--- config.mk ---
export PLATFORM = sky130hd
export DESIGN_NAME = track_collector
export DESIGN_NICKNAME = d
export VERILOG_FILES = /design/src/design/track_adapter_pkg.sv /design/src/design/track_collector.sv
export VERILOG_INCLUDE_DIRS = /design/src /design/src/design
export SDC_FILE = /design/constraint.sdc
export NUM_CORES = 1
export LEC_CHECK = 0
export CORE_AREA = 2 2 372 374
export DETAILED_ROUTE_END_ITERATION = 16
export DIE_AREA = 0 0 374 376
export DONT_BUFFER_PORTS = 1
export PLACE_DENSITY_LB_ADDON = 0.08
export SYNTH_ARGS = -nofsm -noshare
export SYNTH_HDL_FRONTEND = slang
export SYNTH_SLANG_ARGS = --single-unit
--- constraint.sdc ---
create_clock -name clk -period 4.85 [get_ports clk]
set_input_delay 0.97 -clock clk [delete_from_list [all_inputs] [get_ports clk]]
set_output_delay 0.97 -clock clk [all_outputs]
set_load 0.02 [all_outputs]
--- src/design/track_adapter_defs.svh ---
/*
 * Widths, lane count, source codes and conversion constants for the
 * external track adapter. Included by the package and by every RTL file
 * that needs a constant.
 */

`ifndef TRACK_ADAPTER_DEFS_SVH
`define TRACK_ADAPTER_DEFS_SVH

// ----------------------------------------
// Widths
`define COORD_WIDTH     32      // Coordinates, velocities, time
`define WIDE_WIDTH      64      // Lat/lon and ENU intermediates
`define TRACK_ID_WIDTH  10
`define FRAME_WIDTH     256
`define SRC_WIDTH       4
`define SRC_MAP_WIDTH   8       // Wide enough for the ADS-B bit

`define NUM_LANES       2       // Default lane count

// ----------------------------------------
// Source codes, anything else is generic
`define SRC_LINK16      4'd1
`define SRC_ASTERIX     4'd2
`define SRC_ADSB        4'd5

// Flat-earth conversion
`define METERS_PER_DEG  111320
`define DEG_SCALE       10000000    // Degrees in 1e-7 units

`endif

--- src/design/track_adapter_pkg.sv ---
/*
 * Vector types shared by the track adapter RTL and its testbench.
 * Import with a wildcard in the module header.
 */

`include "track_adapter_defs.svh"

package track_adapter_pkg;

    // Raw input frame and its source tag
    typedef logic [`FRAME_WIDTH-1:0]    frame_t;
    typedef logic [`SRC_WIDTH-1:0]      src_id_t;

    // One-hot source bitmap
    typedef logic [`SRC_MAP_WIDTH-1:0]  src_map_t;

    typedef logic [`TRACK_ID_WIDTH-1:0] track_id_t;

    // Metres or metres per second
    typedef logic signed [`COORD_WIDTH-1:0] coord_t;

    // Lat, lon and ENU before truncation
    typedef logic signed [`WIDE_WIDTH-1:0]  wide_t;

    typedef logic [`COORD_WIDTH-1:0]    cov_t;          // Variance, unsigned
    typedef logic [`COORD_WIDTH-1:0]    track_time_t;   // Source time, unsigned
    typedef logic [31:0]                count_t;        // Status counters

endpackage

--- src/design/track_collector.sv ---
/*
 * Output side of the track adapter. Registers the result of whichever lane
 * strobes and counts converted tracks. Fields hold between strobes.
 */

`timescale 1ns/1ps

`include "track_adapter_defs.svh"

module track_collector
    import track_adapter_pkg::*;
#(
    parameter int NUM_LANES = `NUM_LANES
) (
    input  logic                 clk,
    input  logic                 rst_n,
    input  logic [NUM_LANES-1:0] res_valid,
    input  track_id_t            res_id        [NUM_LANES],
    input  src_map_t             res_src_map   [NUM_LANES],
    input  coord_t               res_east      [NUM_LANES],
    input  coord_t               res_north     [NUM_LANES],
    input  coord_t               res_up        [NUM_LANES],
    input  coord_t               res_vel_east  [NUM_LANES],
    input  coord_t               res_vel_north [NUM_LANES],
    input  coord_t               res_vel_up    [NUM_LANES],
    input  cov_t                 res_cov_pos   [NUM_LANES],
    input  cov_t                 res_cov_vel   [NUM_LANES],
    input  track_time_t          res_time      [NUM_LANES],
    output logic                 track_valid,
    output track_id_t            track_id,
    output src_map_t             track_source,
    output coord_t               pos_east,
    output coord_t               pos_north,
    output coord_t               pos_up,
    output coord_t               vel_east,
    output coord_t               vel_north,
    output coord_t               vel_up,
    output cov_t                 cov_pos,
    output cov_t                 cov_vel,
    output track_time_t          timestamp,
    output count_t               tracks_converted
);

    localparam int SEL_W = (NUM_LANES > 1) ? $clog2(NUM_LANES) : 1;

    logic [SEL_W-1:0] sel;      // Strobing lane

    always_comb begin
        sel = '0;
        for (int i = 0; i < NUM_LANES; i++) begin
            if (res_valid[i]) sel = SEL_W'(i);
        end
    end

    // ----------------------------------------
    // Strobe and counter
    always_ff @(posedge clk or negedge rst_n) begin
        if (!rst_n) begin
            track_valid      <= 1'b0;
            tracks_converted <= '0;
        end else begin
            track_valid <= |res_valid;
            if (|res_valid) tracks_converted <= tracks_converted + 1'b1;
        end
    end

    // Payload from the selected lane
    always_ff @(posedge clk) begin
        if (|res_valid) begin
            track_id     <= res_id[sel];
            track_source <= res_src_map[sel];
            pos_east     <= res_east[sel];
            pos_north    <= res_north[sel];
            pos_up       <= res_up[sel];
            vel_east     <= res_vel_east[sel];
            vel_north    <= res_vel_north[sel];
            vel_up       <= res_vel_up[sel];
            cov_pos      <= res_cov_pos[sel];
            cov_vel      <= res_cov_vel[sel];
            timestamp    <= res_time[sel];
        end
    end

    // Equal lane latency keeps finishes one per cycle
    a_one_result: assert property (
        @(posedge clk) disable iff (!rst_n)
        $onehot0(res_valid)
    );

endmodule

==> results.py <==
metrics = {
    "status": {
        "status": "complete, no violations",
    },
    "critical_path": {
        "worstSetupPathType": "flip-flop to output pin",
        "r2r-start": "tracks_converted[5]",
        "r2r_slack_ns": 2.80,
        "crit_arrival_ns": 1.36,
        "worstRegToRegCells": 5,
        "timing.rr.end": "tracks_converted[19]",
        "crit_fanout": 1,
        "crit_path_end_kind": "output pin",
        "cp-start-kind": "flip-flop",
        "crit_required_ns": 3.88,
        "crit_path_start": "pos_up[22]",
    },
    "sta": {
        "hold_viol_final": 0,
        "finalClockSkew_ns": 0.01291,
        "rsz0062_at_grt": "no",
        "fin_ws_ns": 2.525,
        "setup_viol": 0,
        "timing.final.crit_share_pct": 47.95,
        "fin_crit_ns": 2.325,
        "worst_pin_slew_ns": 0.8117,
        "finalMaxSlewViolations": 0,
        "relSlewSlack_pct": 45.89,
        "whs_ns": 0.08034,
        "fmax_mhz": 430.0,
        "finalSetupTns_ns": 0,
    },
    "floorplanning": {
        "die_h_um": 376,
        "core_region_area_um2": 136600,
        "rows": 136,
        "pin_count": 955,
        "die_area_um2": 140600,
        "start_util_pct": 10.43,
        "dieWidth_um": 374,
    },
    "placement": {
        "pre_cts_ws_ns": 2.097,
        "place_congestion": 0.7245,
        "dpl-instance-area_um2": 16440,
        "port_buffers": 0,
        "hpwl_um": 45000,
        "dp.cells": 2541,
    },
    "clock_network": {
        "clkSlewWorstSetupHoldPaths_ns": 0.06,
        "cts_buffers": 45,
        "clkLatencyLatePin_ns": 0.59,
        "cts_htree_levels": 2,
        "clockBufferDepth": 3,
        "cts_resized": 0,
        "cts_root_buffer": "clkbuf_16",
        "post_cts_buffers": 0,
        "clkSinkCount": 339,
        "tritoncts": "built",
        "cts.hold.buffers_added": 1,
    },
    "synth": {
        "synth_area_leaders": "edfxtp_1 (64%), mux2_2 (24%), dfrtp_1 (5.8%)",
        "yosys_warnings": 0,
        "synth-seq-cells": 339,
        "synth_cells": 771,
        "netlist_area_um2": 14250,
        "synth_top_area_cell": "edfxtp_1",
        "syn-num-nets": 1388,
        "yosysUniqueCellTypes": 23,
        "synth.top_cell.area_share_pct": 64.48,
        "avgSynthCellArea_um2": 18.48,
        "seq_area_frac_synth_pct": 70.27,
    },
    "worst_hold_path": {
        "hold_path_class": "primary input to asynchronous set/reset pin",
    },
    "layout": {
        "final_cells": 2634,
        "ff_latch_area_um2": 10010,
        "area_growth_pct": 25.49,
        "final_nets": 1412,
        "drive_above_1_share_pct": 46.56,
        "final_common_cell": "mux2_2",
        "nFillCells": 15180,
        "final_cell_mix": "mux2_2 (307), edfxtp_1 (306), clkbuf_16 (45), dfrtp_1 (33), xnor2_1 (18)",
        "final_area_um2": 17880,
        "fin_util_pct": 13.09,
        "multiInputGateArea_um2": 4063,
    },
    "pwr": {
        "switching_share_pct": 27.78,
        "finalPower_mw": 7.903,
        "comb_power_share_pct": 5.1,
        "power_switching_mw": 2.195,
        "power.density_nw_per_um2": 441.9,
        "power.leakage_nw": 5.789,
        "intPower_mw": 5.708,
        "clkPwrFrac_pct": 40.8,
        "pwr-share-seq_pct": 54.1,
        "ir_worst_vdd_mv": 0.2076,
    },
    "grt": {
        "grt_overflow": 0,
        "grt_pass1_wl_um": 72920,
        "antenna_found_initial": 28,
        "track_usage_pct": 7.682,
        "grt_start_max_net_pins": 309,
        "grt_pass1_vias": 8135,
    },
    "route": {
        "via_count": 7163,
        "wl_met3_um": 6229,
        "viasPerCell": 2.719,
        "first_iter_violations": 284,
        "top_layer_used": "met5",
        "ant_nets": 0,
        "wl_met1_um": 16330,
        "route.met2.wl_um": 31990,
        "first_pass_iters": 4,
        "wl_per_cell_um": 21.63,
        "finalWirelength_um": 56970,
        "drc": 0,
    },
    "flow_run": {
        "drv_cap": 0,
    },
}
## logic make-up (layout without fill, tap and decap cells)
| logic type | after synthesis | after routing | share of synthesized area (%) |
|---|---|---|---|
| DFF | 339 | 339 | 70.27 |
| muxes | 307 | 307 | 24.26 |
| and+or+nand+nor | 54 | 54 | 2.116 |
| buffers and inverters | 38 | 96 | 1.238 |
| xor gates and xnor gates | 31 | 31 | 1.958 |
| adders and majority gates | 1 | 1 | 0.08778 |
| AOI/OAI and AO/OA | 1 | 1 | 0.07024 |
| other | 0 | 11 | 0 |
## power groups by stage
| stage | clock, mW | combinational (mW) | sequential (mW) |
|---|---|---|---|
| after global routing | 3.49 | 0.453 | 4.31 |
| after floorplan | 0 | 0.340 | 4.16 |
| after CTS | 3.42 | 0.428 | 4.30 |
| after global placement | 0 | 0.425 | 4.39 |
| final | 3.22 | 0.407 | 4.27 |
| after detailed placement | 0 | 0.427 | 4.36 |
## worst register-to-register path: cells and delay by family (launching register included)
family	cells	cell delay, ns
AND/OR/NAND/NOR	4	1.27
flip-flops	1	0.60
XOR/XNOR	1	0.12
## sequential cells by signal, summed over array words and instances (netlist names), 8 cells and up
| register | count |
|---|---|
| pos_east | 32 |
| pos_north | 32 |
| timestamp | 32 |
| vel_north | 32 |
| vel_up | 32 |
| track_id | 10 |
| cov_pos | 32 |
| pos_up | 32 |
| vel_east | 32 |
| tracks_converted | 32 |
| cov_vel | 32 |
| track_source | 8 |
## worst max path at each step
stage                          end  slack [ns]  depth (start not counted)
6_report                pos_up[22]        2.52                          0
5_1_grt                 pos_up[22]        2.29                          0
4_1_cts                 pos_up[22]        2.35                          0
3_5_place_dp           cov_pos[26]        2.10                          2
3_3_place_gp           cov_pos[29]        2.12                          2
2_1_floorplan  tracks_converted[3]        0.64                          5
## cell usage after synthesis
cell type,count
and4_1,3
buf_4,1
inv_1,2
or2_2,1
nor2_1,9
and3_1,5
and3_4,1
nor4_4,1
xor2_1,12
o211a_1,1
nand4_2,1
mux2_2,307
nand2_1,13
dfrtp_1,33
edfxtp_1,306
ha_1,1
xor2_2,1
clkbuf_1,11
nand3_1,9
nand4_1,8
nor3_1,3
xnor2_1,18
buf_2,24
## final cells by class
type                       instances  share of cell area [%]
sequential                       339                   56.00
timing repair buffer              13                  0.6996
multi-input combinational        394                   22.72
inverter                           2                 0.04198
clock buffer                      58                   6.682
tap                             1794                   12.55
clock inverter                    23                   1.154
antenna                           11                  0.1539
## routing by layer
layer  vias to the layer above  GRT usage, %
li1                       3059             -
met1                      3411         6.274
met2                       561         15.00
met3                       120         3.943
met4                        12         3.476
met5                         -             0
No activity file was read; power rests on OpenSTA's default activity.
