[config.mk]
export PLATFORM = sky130hd
export DESIGN_NAME = track_dispatcher
export DESIGN_NICKNAME = d
export VERILOG_FILES = /design/src/design/track_adapter_pkg.sv /design/src/design/track_dispatcher.sv
export VERILOG_INCLUDE_DIRS = /design/src /design/src/design
export SDC_FILE = /design/constraint.sdc
export NUM_CORES = 1
export LEC_CHECK = 0
export ABC_AREA = 0
export BUFFER_PORTS_ARGS = -buffer_cell sky130_fd_sc_hd__buf_4
export CAP_MARGIN = 40
export CORE_AREA = 4 4 217 219
export CTS_CLUSTER_SIZE = 10
export DETAILED_ROUTE_END_ITERATION = 8
export DIE_AREA = 0 0 221 223
export PLACE_DENSITY = 0.32
export SETUP_SLACK_MARGIN = 0.05
export SLEW_MARGIN = 30
export SYNTH_ARGS = -nofsm -noshare
export SYNTH_HDL_FRONTEND = slang
export SYNTH_SLANG_ARGS = --single-unit
[constraint.sdc]
create_clock -name clk -period 1.9 [get_ports clk]
set_input_delay 0.38 -clock clk [delete_from_list [all_inputs] [get_ports clk]]
set_output_delay 0.38 -clock clk [all_outputs]
set_load 0.01 [all_outputs]
[src/design/track_adapter_defs.svh]
/*
 * Widths, lane count, source codes and conversion constants for the
 * external track adapter. Included by the package and by every RTL file
 * that needs a constant.
 */

`ifndef TRACK_ADAPTER_DEFS_SVH
`define TRACK_ADAPTER_DEFS_SVH

// ----------------------------------------
// Widths
`define COORD_WIDTH     32      // Coordinates, velocities, time
`define WIDE_WIDTH      64      // Lat/lon and ENU intermediates
`define TRACK_ID_WIDTH  10
`define FRAME_WIDTH     256
`define SRC_WIDTH       4
`define SRC_MAP_WIDTH   8       // Wide enough for the ADS-B bit

`define NUM_LANES       2       // Default lane count

// ----------------------------------------
// Source codes, anything else is generic
`define SRC_LINK16      4'd1
`define SRC_ASTERIX     4'd2
`define SRC_ADSB        4'd5

// Flat-earth conversion
`define METERS_PER_DEG  111320
`define DEG_SCALE       10000000    // Degrees in 1e-7 units

`endif

[src/design/track_adapter_pkg.sv]
/*
 * Vector types shared by the track adapter RTL and its testbench.
 * Import with a wildcard in the module header.
 */

`include "track_adapter_defs.svh"

package track_adapter_pkg;

    // Raw input frame and its source tag
    typedef logic [`FRAME_WIDTH-1:0]    frame_t;
    typedef logic [`SRC_WIDTH-1:0]      src_id_t;

    // One-hot source bitmap
    typedef logic [`SRC_MAP_WIDTH-1:0]  src_map_t;

    typedef logic [`TRACK_ID_WIDTH-1:0] track_id_t;

    // Metres or metres per second
    typedef logic signed [`COORD_WIDTH-1:0] coord_t;

    // Lat, lon and ENU before truncation
    typedef logic signed [`WIDE_WIDTH-1:0]  wide_t;

    typedef logic [`COORD_WIDTH-1:0]    cov_t;          // Variance, unsigned
    typedef logic [`COORD_WIDTH-1:0]    track_time_t;   // Source time, unsigned
    typedef logic [31:0]                count_t;        // Status counters

endpackage

[src/design/track_dispatcher.sv]
/*
 * Input side of the track adapter. Takes frames on a valid/ready handshake
 * and starts the lane at the round-robin pointer. Ready follows that lane.
 */

`timescale 1ns/1ps

`include "track_adapter_defs.svh"

module track_dispatcher
    import track_adapter_pkg::*;
#(
    parameter int NUM_LANES = `NUM_LANES
) (
    input  logic                 clk,
    input  logic                 rst_n,
    input  frame_t               frame_in,
    input  src_id_t              src_in,
    input  logic                 frame_valid,
    output logic                 frame_ready,
    input  logic [NUM_LANES-1:0] lane_busy,
    output logic [NUM_LANES-1:0] lane_start,
    output frame_t               lane_frame,
    output src_id_t              lane_src,
    output count_t               tracks_received
);

    localparam int PTR_W = (NUM_LANES > 1) ? $clog2(NUM_LANES) : 1;

    logic [PTR_W-1:0] ptr;      // Next lane to feed
    logic             accept;

    assign frame_ready = !lane_busy[ptr];
    assign accept      = frame_valid && frame_ready;

    // Frame goes to every lane but only the pointed one starts
    assign lane_frame = frame_in;
    assign lane_src   = src_in;
    assign lane_start = accept ? (NUM_LANES'(1) << ptr) : '0;

    always_ff @(posedge clk or negedge rst_n) begin
        if (!rst_n) begin
            ptr             <= '0;
            tracks_received <= '0;
        end else if (accept) begin
            tracks_received <= tracks_received + 1'b1;
            if (ptr == PTR_W'(NUM_LANES - 1)) begin
                ptr <= '0;      // Wrap
            end else begin
                ptr <= ptr + 1'b1;
            end
        end
    end

    // A started lane must read busy on the next edge so no later start lands on it
    a_start_not_busy: assert property (
        @(posedge clk) disable iff (!rst_n)
        (lane_start != '0) |=> ((lane_busy & $past(lane_start)) == $past(lane_start))
    );

endmodule

==> impl_metrics.tcl, run 1 <==
set metrics [dict create \
    cp_common_cell "buf_4" \
    cts-root-buf "clkbuf_16" \
    finalSetupTns_ps 0 \
    seq_power_share 0.435 \
    endpoint_kind "output pin" \
    dp_hpwl_mm 9.45 \
    hold_viol 0 \
    switching_share 0.293 \
    synth_area_um2 3520 \
    crit_slowest_cell "dfrtp_1" \
    cts_tree "done" \
    crit_arrival_ps 1360 \
    tightestPinTransition_ps 485 \
    grtUsageTotal 0.0444 \
    synthCells 395 \
    fin_nets 450 \
    rsz0062_at_grt "false" \
    p_comb_frac 0.183 \
    setup_viol 0 \
    worst_setup_path_start_kind "register" \
    gp_congestion 0.618 \
    power_switching_w 0.000604 \
    met2_usage 0.0623 \
    n_fill_cell 5346 \
    avgSynthCellArea_um2 8.91 \
    rr_startpoint "tracks_received[1]" \
    r2r_setup_slack_ps 310 \
    post_cts_buffers 0 \
    grt-busiest-layer "met2" \
    clock_skew_ps 8.97 \
    clock.fmax_ghz 0.574 \
    synth_top_area_frac 0.559 \
    crit_type "register to output pin" \
    cts_resized 0 \
    cts_sinks 33 \
    hold_class "input port to async pin" \
    drv_cap 0 \
    drc 0 \
    clk_path_buf_depth 2 \
    grtUsageMet1 0.0349 \
    routedWlPerCell_um 14.6 \
    yosysTopAreaCell "buf_4" \
    hold_buffers 0 \
    ys_warn_count 0 \
    first_pass_iters 4 \
    yosysUniqueCellTypes 23 \
    core_um2 45100 \
    num_rows 78 \
    viasPerCell 2.00 \
    status "finished clean" \
    antenna_cells 0 \
    reg2reg_depth 6 \
    synth.area.top_cells "buf_4 56%, dfrtp_1 23%, xnor2_1 5.7%" \
    port_buffers 39 \
    path_cells "mux2i_4, buf_4, buf_4" \
    pwr-share-clk 0.383 \
    cts_made_buffers 5 \
    worstSetupStartpoint "ptr" \
    slew_headroom 0.677 \
    final.period_utilization 0.917 \
    dieArea_um2 49300 \
    path_clk_slew_ps 60 \
    gr-usage-met3 0.0396 \
    final_layout_size_suffix_gt1_frac 0.308 \
    drt_iter0_drc 52 \
    ir_worst_vdd_mv 0.453 \
    wirelength_mm 11.4 \
    grt_pass1_wl_mm 15.3 \
    p_int_w 0.00146 \
    dieWidth_um 221 \
    leakage_nw 1.00 \
    vias 1570 \
    area_growth_pct -20.9 \
    path_max_fanout 6 \
    grt_pass1_vias 1771 \
    total_power_w 0.00206 \
    period_minus_slack_ps 1740 \
    pin_count 560 \
    htreeDepth 2 \
    cp.required_ps 1520 \
    yosys_register_bits 33 \
    finalMaxSlewViolations 0 \
    detail-route-antenna-nets 0 \
    synth-seq-area-share 0.235 \
    slowest_delay_ps 440 \
    insertion_delay_ps 280 \
    start_util 0.0781 \
    synth_fp_nets 661 \
    fp.dieH_um 223 \
    grt_max_degree 34 \
    r2r_end "tracks_received[22]" \
    p_per_area_nw_per_um2 741 \
    antenna_found_initial 0 \
    globalRouteOverflowTotal 0 \
]
[power groups by stage]
stage                     Sequential, W  Combinational (W)  Clock, W
after floorplan                0.000906           0.000721         0
after global placement         0.000918           0.000389         0
after detailed placement       0.000914           0.000386         0
after CTS                      0.000903           0.000389  0.000828
after global routing           0.000916           0.000416  0.000862
final                          0.000897           0.000377  0.000789
[flip-flops by register name, summed over array words and instances (netlist names)]
| signal | cells |
|---|---|
| tracks_received | 32 |
| ptr | 1 |
[worst max-delay path: cells and delay by family, from the launching register on]
family / cells / cell delay, ps
flip-flops: 1 / 440
buffers and inverters: 2 / 310
multiplexers: 1 / 330
[cells in the final DEF, fill, tap and decap left out]
cell type / n
buf_4: 43
dfrtp_1: 33
xnor2_1: 23
nand3_1: 13
nand2_1: 12
nand4_1: 10
xor2_1: 8
nor2_1: 7
and4_1: 6
and3_1: 6
clkbuf_16: 5
nor3_1: 3
clkbuf_1: 3
nor3b_1: 1
mux2i_4: 1
and3_2: 1
and2_2: 1
mux2_2: 1
nand3_4: 1
nor4_4: 1
nand4_4: 1
nor4_2: 1
inv_1: 1
o21bai_1: 1
ha_1: 1
buf_12: 1
[synth_stat cells (all sizes together)]
library cell,number
and2,1
and3,7
and4,6
buf,262
dfrtp,33
ha,1
inv,1
mux2,1
mux2i,1
nand2,12
nand3,14
nand4,11
nor2,7
nor3,3
nor3b,1
nor4,2
o21bai,1
xnor2,23
xor2,8
[layout make-up]
| type | count | area, um2 | area share |
|---|---|---|---|
| flip-flops and latches | 33 | 826 | 0.297 |
| clock buffers | 8 | 136 | 0.0490 |
| inverters | 1 | 3.75 | 0.00135 |
| multi-input cells | 99 | 724 | 0.260 |
| repair buffers | 44 | 343 | 0.123 |
| well taps | 600 | 751 | 0.270 |
[stage by stage]
stage / hold WS, ps / utilization / std cells / area (um2) / setup slack [ps]
6_report: 56.1 / 0.0617 / 785 / 2780 / 157
5_1_grt: 95.5 / 0.0617 / 785 / 2780 / 71.5
4_1_cts: 81.9 / 0.0617 / 785 / 2780 / 130
3_5_place_dp: 382 / 0.0587 / 777 / 2650 / 244
3_3_place_gp: 375 / 0.0587 / 777 / 2650 / 259
2_1_floorplan: 84.4 / - / 395 / 3520 / 379
[worst max-delay path by stage]
stage	to	cells past startpoint
final	frame_ready	3
after global routing	frame_ready	3
after CTS	frame_ready	3
after detailed placement	tracks_received[31]	6
after global placement	tracks_received[26]	6
after floorplan	tracks_received[25]	5
[layer usage]
metal | routed length [um] | part of all wire | vias up
li1 | - | - | 580
met1 | 3180 | 0.28 | 635
met2 | 4810 | 0.42 | 237
met3 | 2090 | 0.18 | 118
met4 | 1340 | 0.12 | 0
met5 | 0 | 0 | -
[kinds of logic (layout without fill, tap and decap cells)]
family | Yosys count | after routing | share of synthesized area
adders and majority gates | 1 | 1 | 0.00355
and+or+nand+nor | 64 | 64 | 0.113
AOI/OAI and AO/OA | 1 | 1 | 0.00213
DFF | 33 | 33 | 0.235
muxes | 2 | 2 | 0.00959
xor gates and xnor gates | 31 | 31 | 0.0771
buffers and inverters | 263 | 53 | 0.560
No activity file was read; power rests on OpenSTA's default activity.
==> run 2, diff against run 1 <==
- PLACE_DENSITY: 0.32 -> not set
==> impl_metrics.tcl, run 2 (synthesis results as in run 1) <==
set metrics [dict create \
    status "finished clean" \
    p_per_area_nw_per_um2 752 \
    worstSetupStartpoint "ptr" \
    finalSetupTns_ps 0 \
    cts_tree "done" \
    drc 0 \
    drv_cap 0 \
    path_clk_slew_ps 50 \
    n_fill_cell 5338 \
    grt_pass1_vias 1735 \
    detail-route-antenna-nets 0 \
    first_pass_iters 4 \
    antenna_cells 0 \
    routedWlPerCell_um 14.8 \
    antenna_found_initial 0 \
    dieWidth_um 221 \
    globalRouteOverflowTotal 0 \
    cp.required_ps 1520 \
    r2r_end "tracks_received[22]" \
    worst_setup_path_start_kind "register" \
    cts_resized 0 \
    clk_path_buf_depth 2 \
    fin_nets 447 \
    max_flop_register "tracks_received" \
    setup_viol 0 \
    highest_layer "met4" \
    fp.dieH_um 223 \
    leakage_nw 0.986 \
    final.period_utilization 0.917 \
    finalMaxSlewViolations 0 \
    tightestPinTransition_ps 455 \
    period_minus_slack_ps 1740 \
    htreeDepth 2 \
    endpoint "frame_ready" \
    viasPerCell 2.09 \
    slew_headroom 0.697 \
    vias 1634 \
    rsz0062_at_grt "false" \
    crit_arrival_ps 1360 \
    dp.cells 774 \
    clock.fmax_ghz 0.574 \
    num_rows 78 \
    cts_sinks 33 \
    dp_hpwl_mm 9.82 \
    route.met2.wl_mm 4.75 \
    clock_skew_ps 3.35 \
    grtUsageTotal 0.0442 \
    cts_made_buffers 5 \
    gp_congestion 0.692 \
    ir_worst_vdd_mv 0.452 \
    grt_pass1_wl_mm 14.9 \
    final_layout_size_suffix_gt1_frac 0.304 \
    drt_iter0_drc 39 \
    crit_type "register to output pin" \
    cts-root-buf "clkbuf_16" \
    final_cell_count_no_fill 781 \
    path_max_fanout 6 \
    hold_viol 0 \
    endpoint_kind "output pin" \
    largest_reg_flops 32 \
    grt_max_degree 34 \
    pin_count 560 \
    insertion_delay_ps 270 \
    post_cts_buffers 0 \
    area_growth_pct -21.7 \
    port_buffers 39 \
    routed-wl-met3_mm 3.10 \
    hold_class "input port to async pin" \
    hold_buffers 0 \
    dieArea_um2 49300 \
    core_um2 45100 \
    final_cell_mix "41 x buf_4, 33 x dfrtp_1, 23 x xnor2_1, 13 x nand3_1, 12 x nand2_1" \
    r2r_setup_slack_ps 190 \
    reg2reg_depth 4 \
    start_util 0.0781 \
    rr_startpoint "ptr" \
    largestRegisters "tracks_received x32, ptr x1" \
    wirelength_mm 11.5 \
    final_common_cell "buf_4" \
    met1Wirelength_mm 2.54 \
]
==> run 2: cell types whose count changed in the layout (fill, tap and decap cells not counted), sizes merged <==
cell | previous run | this run
buf | 44 | 41
clkbuf | 8 | 7
==> run 2: area by class of cell <==
class / count / area, um2 / area share
sequential: 33 / 826 / 0.300
inverter: 1 / 3.75 / 0.00136
multi-input combinational: 99 / 724 / 0.263
clock buffer: 7 / 143 / 0.0518
tap: 600 / 751 / 0.272
timing repair buffer: 41 / 308 / 0.112
==> run 2: critical path: stages, from the launching register on <==
cell     delay (ps)
dfrtp_1         430
mux2i_4         340
buf_4           190
buf_4           130
==> run 2: worst min-delay path by stage <==
stage | from | end | slack (ps) | cells after the start
2_1_floorplan | rst_n | ptr | 80 | 0
3_3_place_gp | rst_n | ptr | 350 | 1
3_5_place_dp | rst_n | ptr | 360 | 1
4_1_cts | rst_n | tracks_received[1] | 60 | 1
5_1_grt | rst_n | tracks_received[1] | 80 | 1
6_report | rst_n | tracks_received[5] | 50 | 1
==> run 2: power by group <==
part / internal (W) / switching, W / leakage (nW) / total (W)
logic: 0.000196 / 0.000191 / 0.469 / 0.000387
registers: 0.000776 / 0.000114 / 0.447 / 0.000890
clock network: 0.000514 / 0.000280 / 0.0700 / 0.000794
==> run 2: metrics by stage <==
| step | hold slack [ps] | area [um2] | util | setup slack, ps | total power (W) |
|---|---|---|---|---|---|
| finish | 50.5 | 2760 | 0.0611 | 158 | 0.00207 |
| global route | 81.9 | 2760 | 0.0611 | 72.3 | 0.00220 |
| CTS | 60.9 | 2760 | 0.0611 | 145 | 0.00211 |
| detailed placement | 361 | 2610 | 0.0579 | 186 | 0.00130 |
| global placement | 355 | 2610 | 0.0579 | 204 | 0.00129 |
| floorplan | 84.4 | 3520 | - | 379 | 0.00163 |
==> run 2: per-layer routing <==
| metal | vias up | global-route usage |
|---|---|---|
| met2 | 265 | 0.0611 |
| met4 | 0 | 0.0425 |
| met5 | - | 0 |
| met1 | 672 | 0.0297 |
| li1 | 573 | - |
| met3 | 124 | 0.0525 |
==> run 3, diff against run 2 <==
- ABC_AREA: 0 -> 1
- CORE_AREA: 4 4 217 219 -> 4 4 213 215
- DIE_AREA: 0 0 221 223 -> 0 0 217 219
==> impl_metrics.tcl, run 3 <==
set metrics [dict create \
    drt_iter0_drc 132 \
    core_um2 43700 \
    status "finished clean" \
    wirelength_mm 13.8 \
    yosysTopAreaCell "buf_4" \
    hold_buffers 0 \
    clk_path_buf_depth 2 \
    rsz0062_at_grt "false" \
    insertion_delay_ps 280 \
    vias 2155 \
    finalMaxSlewViolations 0 \
    dominantRegCellSynth "dfrtp_1" \
    ys_warn_count 0 \
    port_buffers 39 \
    first_pass_iters 4 \
    num_rows 77 \
    pre_cts_ws_ps 259 \
    cts_made_buffers 5 \
    fin_nets 562 \
    final_cell_mix "72 x nand2_1, 44 x buf_4, 35 x inv_1, 33 x dfrtp_1, 29 x nor2_1" \
    fp.dieH_um 219 \
    drc 0 \
    period_minus_slack_ps 1660 \
    crit_arrival_ps 1280 \
    n_fill_cell 5155 \
    synth-seq-area-share 0.214 \
    grtUsageTotal 0.0549 \
    post-route-cell-area_um2 3110 \
    viasPerCell 2.42 \
    synth.area.top_cells "buf_4 51%, dfrtp_1 21%, nand2_1 7.0%" \
    crit_type "register to output pin" \
    synth-edff-count 0 \
    multi_input_area_um2 932 \
    largestRegisters "tracks_received x32, ptr x1" \
    synthCells 506 \
    grt_pass1_vias 2298 \
    avgSynthCellArea_um2 7.62 \
    finalSetupTns_ps 0 \
    path_max_fanout 4 \
    max_flop_register "tracks_received" \
    final.period_utilization 0.876 \
    post_cts_buffers 2 \
    cts_sinks 33 \
    antenna_cells 0 \
    drv_cap 0 \
    routedWlPerCell_um 15.5 \
    async_flop_share 1.00 \
    p_per_area_nw_per_um2 791 \
    endpoint_kind "output pin" \
    dpl_cell_area_um2 2950 \
    htreeDepth 2 \
    dieWidth_um 217 \
    grt_max_degree 34 \
    clock.fmax_ghz 0.601 \
    synth_commonest_cells "260 x buf_4, 72 x nand2_1, 35 x inv_1, 33 x dfrtp_1, 29 x nor2_1" \
    dieArea_um2 47500 \
    cts-root-buf "clkbuf_16" \
    cts_resized 0 \
    seq_area_um2 826 \
    final_layout_size_suffix_gt1_frac 0.232 \
    synth_fp_nets 772 \
    synth_area_um2 3860 \
    detail-route-antenna-nets 0 \
    slew_headroom 0.710 \
    hold_class "input port to async pin" \
    dp_hpwl_mm 11.8 \
    start_util 0.0882 \
    hold_viol 0 \
    tightestPinTransition_ps 435 \
    worst_setup_path_start_kind "register" \
    synth_top_area_frac 0.506 \
    ir_worst_vdd_mv 0.292 \
    final_common_cell "nand2_1" \
    cp.required_ps 1520 \
    fin_util 0.0710 \
    fin_ws_ps 236 \
    antenna_found_initial 0 \
    leakage_nw 1.20 \
    area_growth_pct -19.4 \
    largest_reg_flops 32 \
    globalRouteOverflowTotal 0 \
    gp_congestion 0.753 \
    yosys_register_bits 33 \
    setup_viol 0 \
    path_clk_slew_ps 60 \
    pin_count 560 \
    clock_skew_ps 4.53 \
    yosys.cell_count.top_type "buf_4" \
    grt_pass1_wl_mm 18.2 \
    yosysUniqueCellTypes 23 \
    cts_tree "done" \
]
run 3: through the flow:
| step | cells | total power [W] | hold slack [ps] |
|---|---|---|---|
| 6_report | 889 | 0.00246 | 41.2 |
| 5_1_grt | 889 | 0.00263 | 88.8 |
| 4_1_cts | 889 | 0.00254 | 71.0 |
| 3_5_place_dp | 879 | 0.00172 | 361 |
| 3_3_place_gp | 879 | 0.00171 | 361 |
| 2_1_floorplan | 506 | 0.00187 | 84.4 |
run 3: per-layer routing:
metal	wire, um	vias to the layer above	share of wire	global-route usage
met1	3230	914	0.23	0.0373
li1	-	864	-	-
met3	2730	131	0.20	0.0460
met5	0	-	0	0
met4	1200	0	0.087	0.0485
met2	6600	246	0.48	0.0925
run 3: worst max-delay path: stages, from the launching register on:
cell and delay, ps:
dfrtp_1 420, inv_2 130, nand2_4 60, nand3_4 70, nor2_1 50, buf_4 150
buf_4 140
run 3: final cells by class:
cell class / count / area share
Sequential cell: 33 / 0.266
Clock inverter: 3 / 0.00564
Timing Repair Buffer: 44 / 0.106
Tap cell: 592 / 0.238
Inverter: 36 / 0.0435
Multi-Input combinational cell: 176 / 0.300
Clock buffer: 5 / 0.0403
run 3: path summary, 6_finish.rpt:
kind	from	end	slack [ps]	cells past startpoint
worst max-delay path	ptr	lane_start[0]	240	6
worst min-delay path	rst_n	tracks_received[1]	40	1
worst max register to register	tracks_received[0]	tracks_received[26]	320	8
worst min register to register	tracks_received[9]	tracks_received[9]	510	1
max in group asynchronous	rst_n	tracks_received[13]	1540	1
min in group clk	tracks_received[9]	tracks_received[9]	510	1
run 3: logic make-up (layout without fill, tap and decap cells):
kind of cell | count (synthesis) | after routing | share of synthesized area
adder cells (fa/ha/maj) | 1 | 1 | 0.00324
buffers and inverters | 297 | 88 | 0.544
AO/OA/AOI/OAI | 2 | 2 | 0.00324
XOR/XNOR | 19 | 19 | 0.0432
AND/OR/NAND/NOR | 154 | 154 | 0.192
flip-flops | 33 | 33 | 0.214
run 3: report_power, final:
part | internal, W | switching [W]
clock network | 0.000480 | 0.000301
logic | 0.000307 | 0.000414
registers | 0.000815 | 0.000140
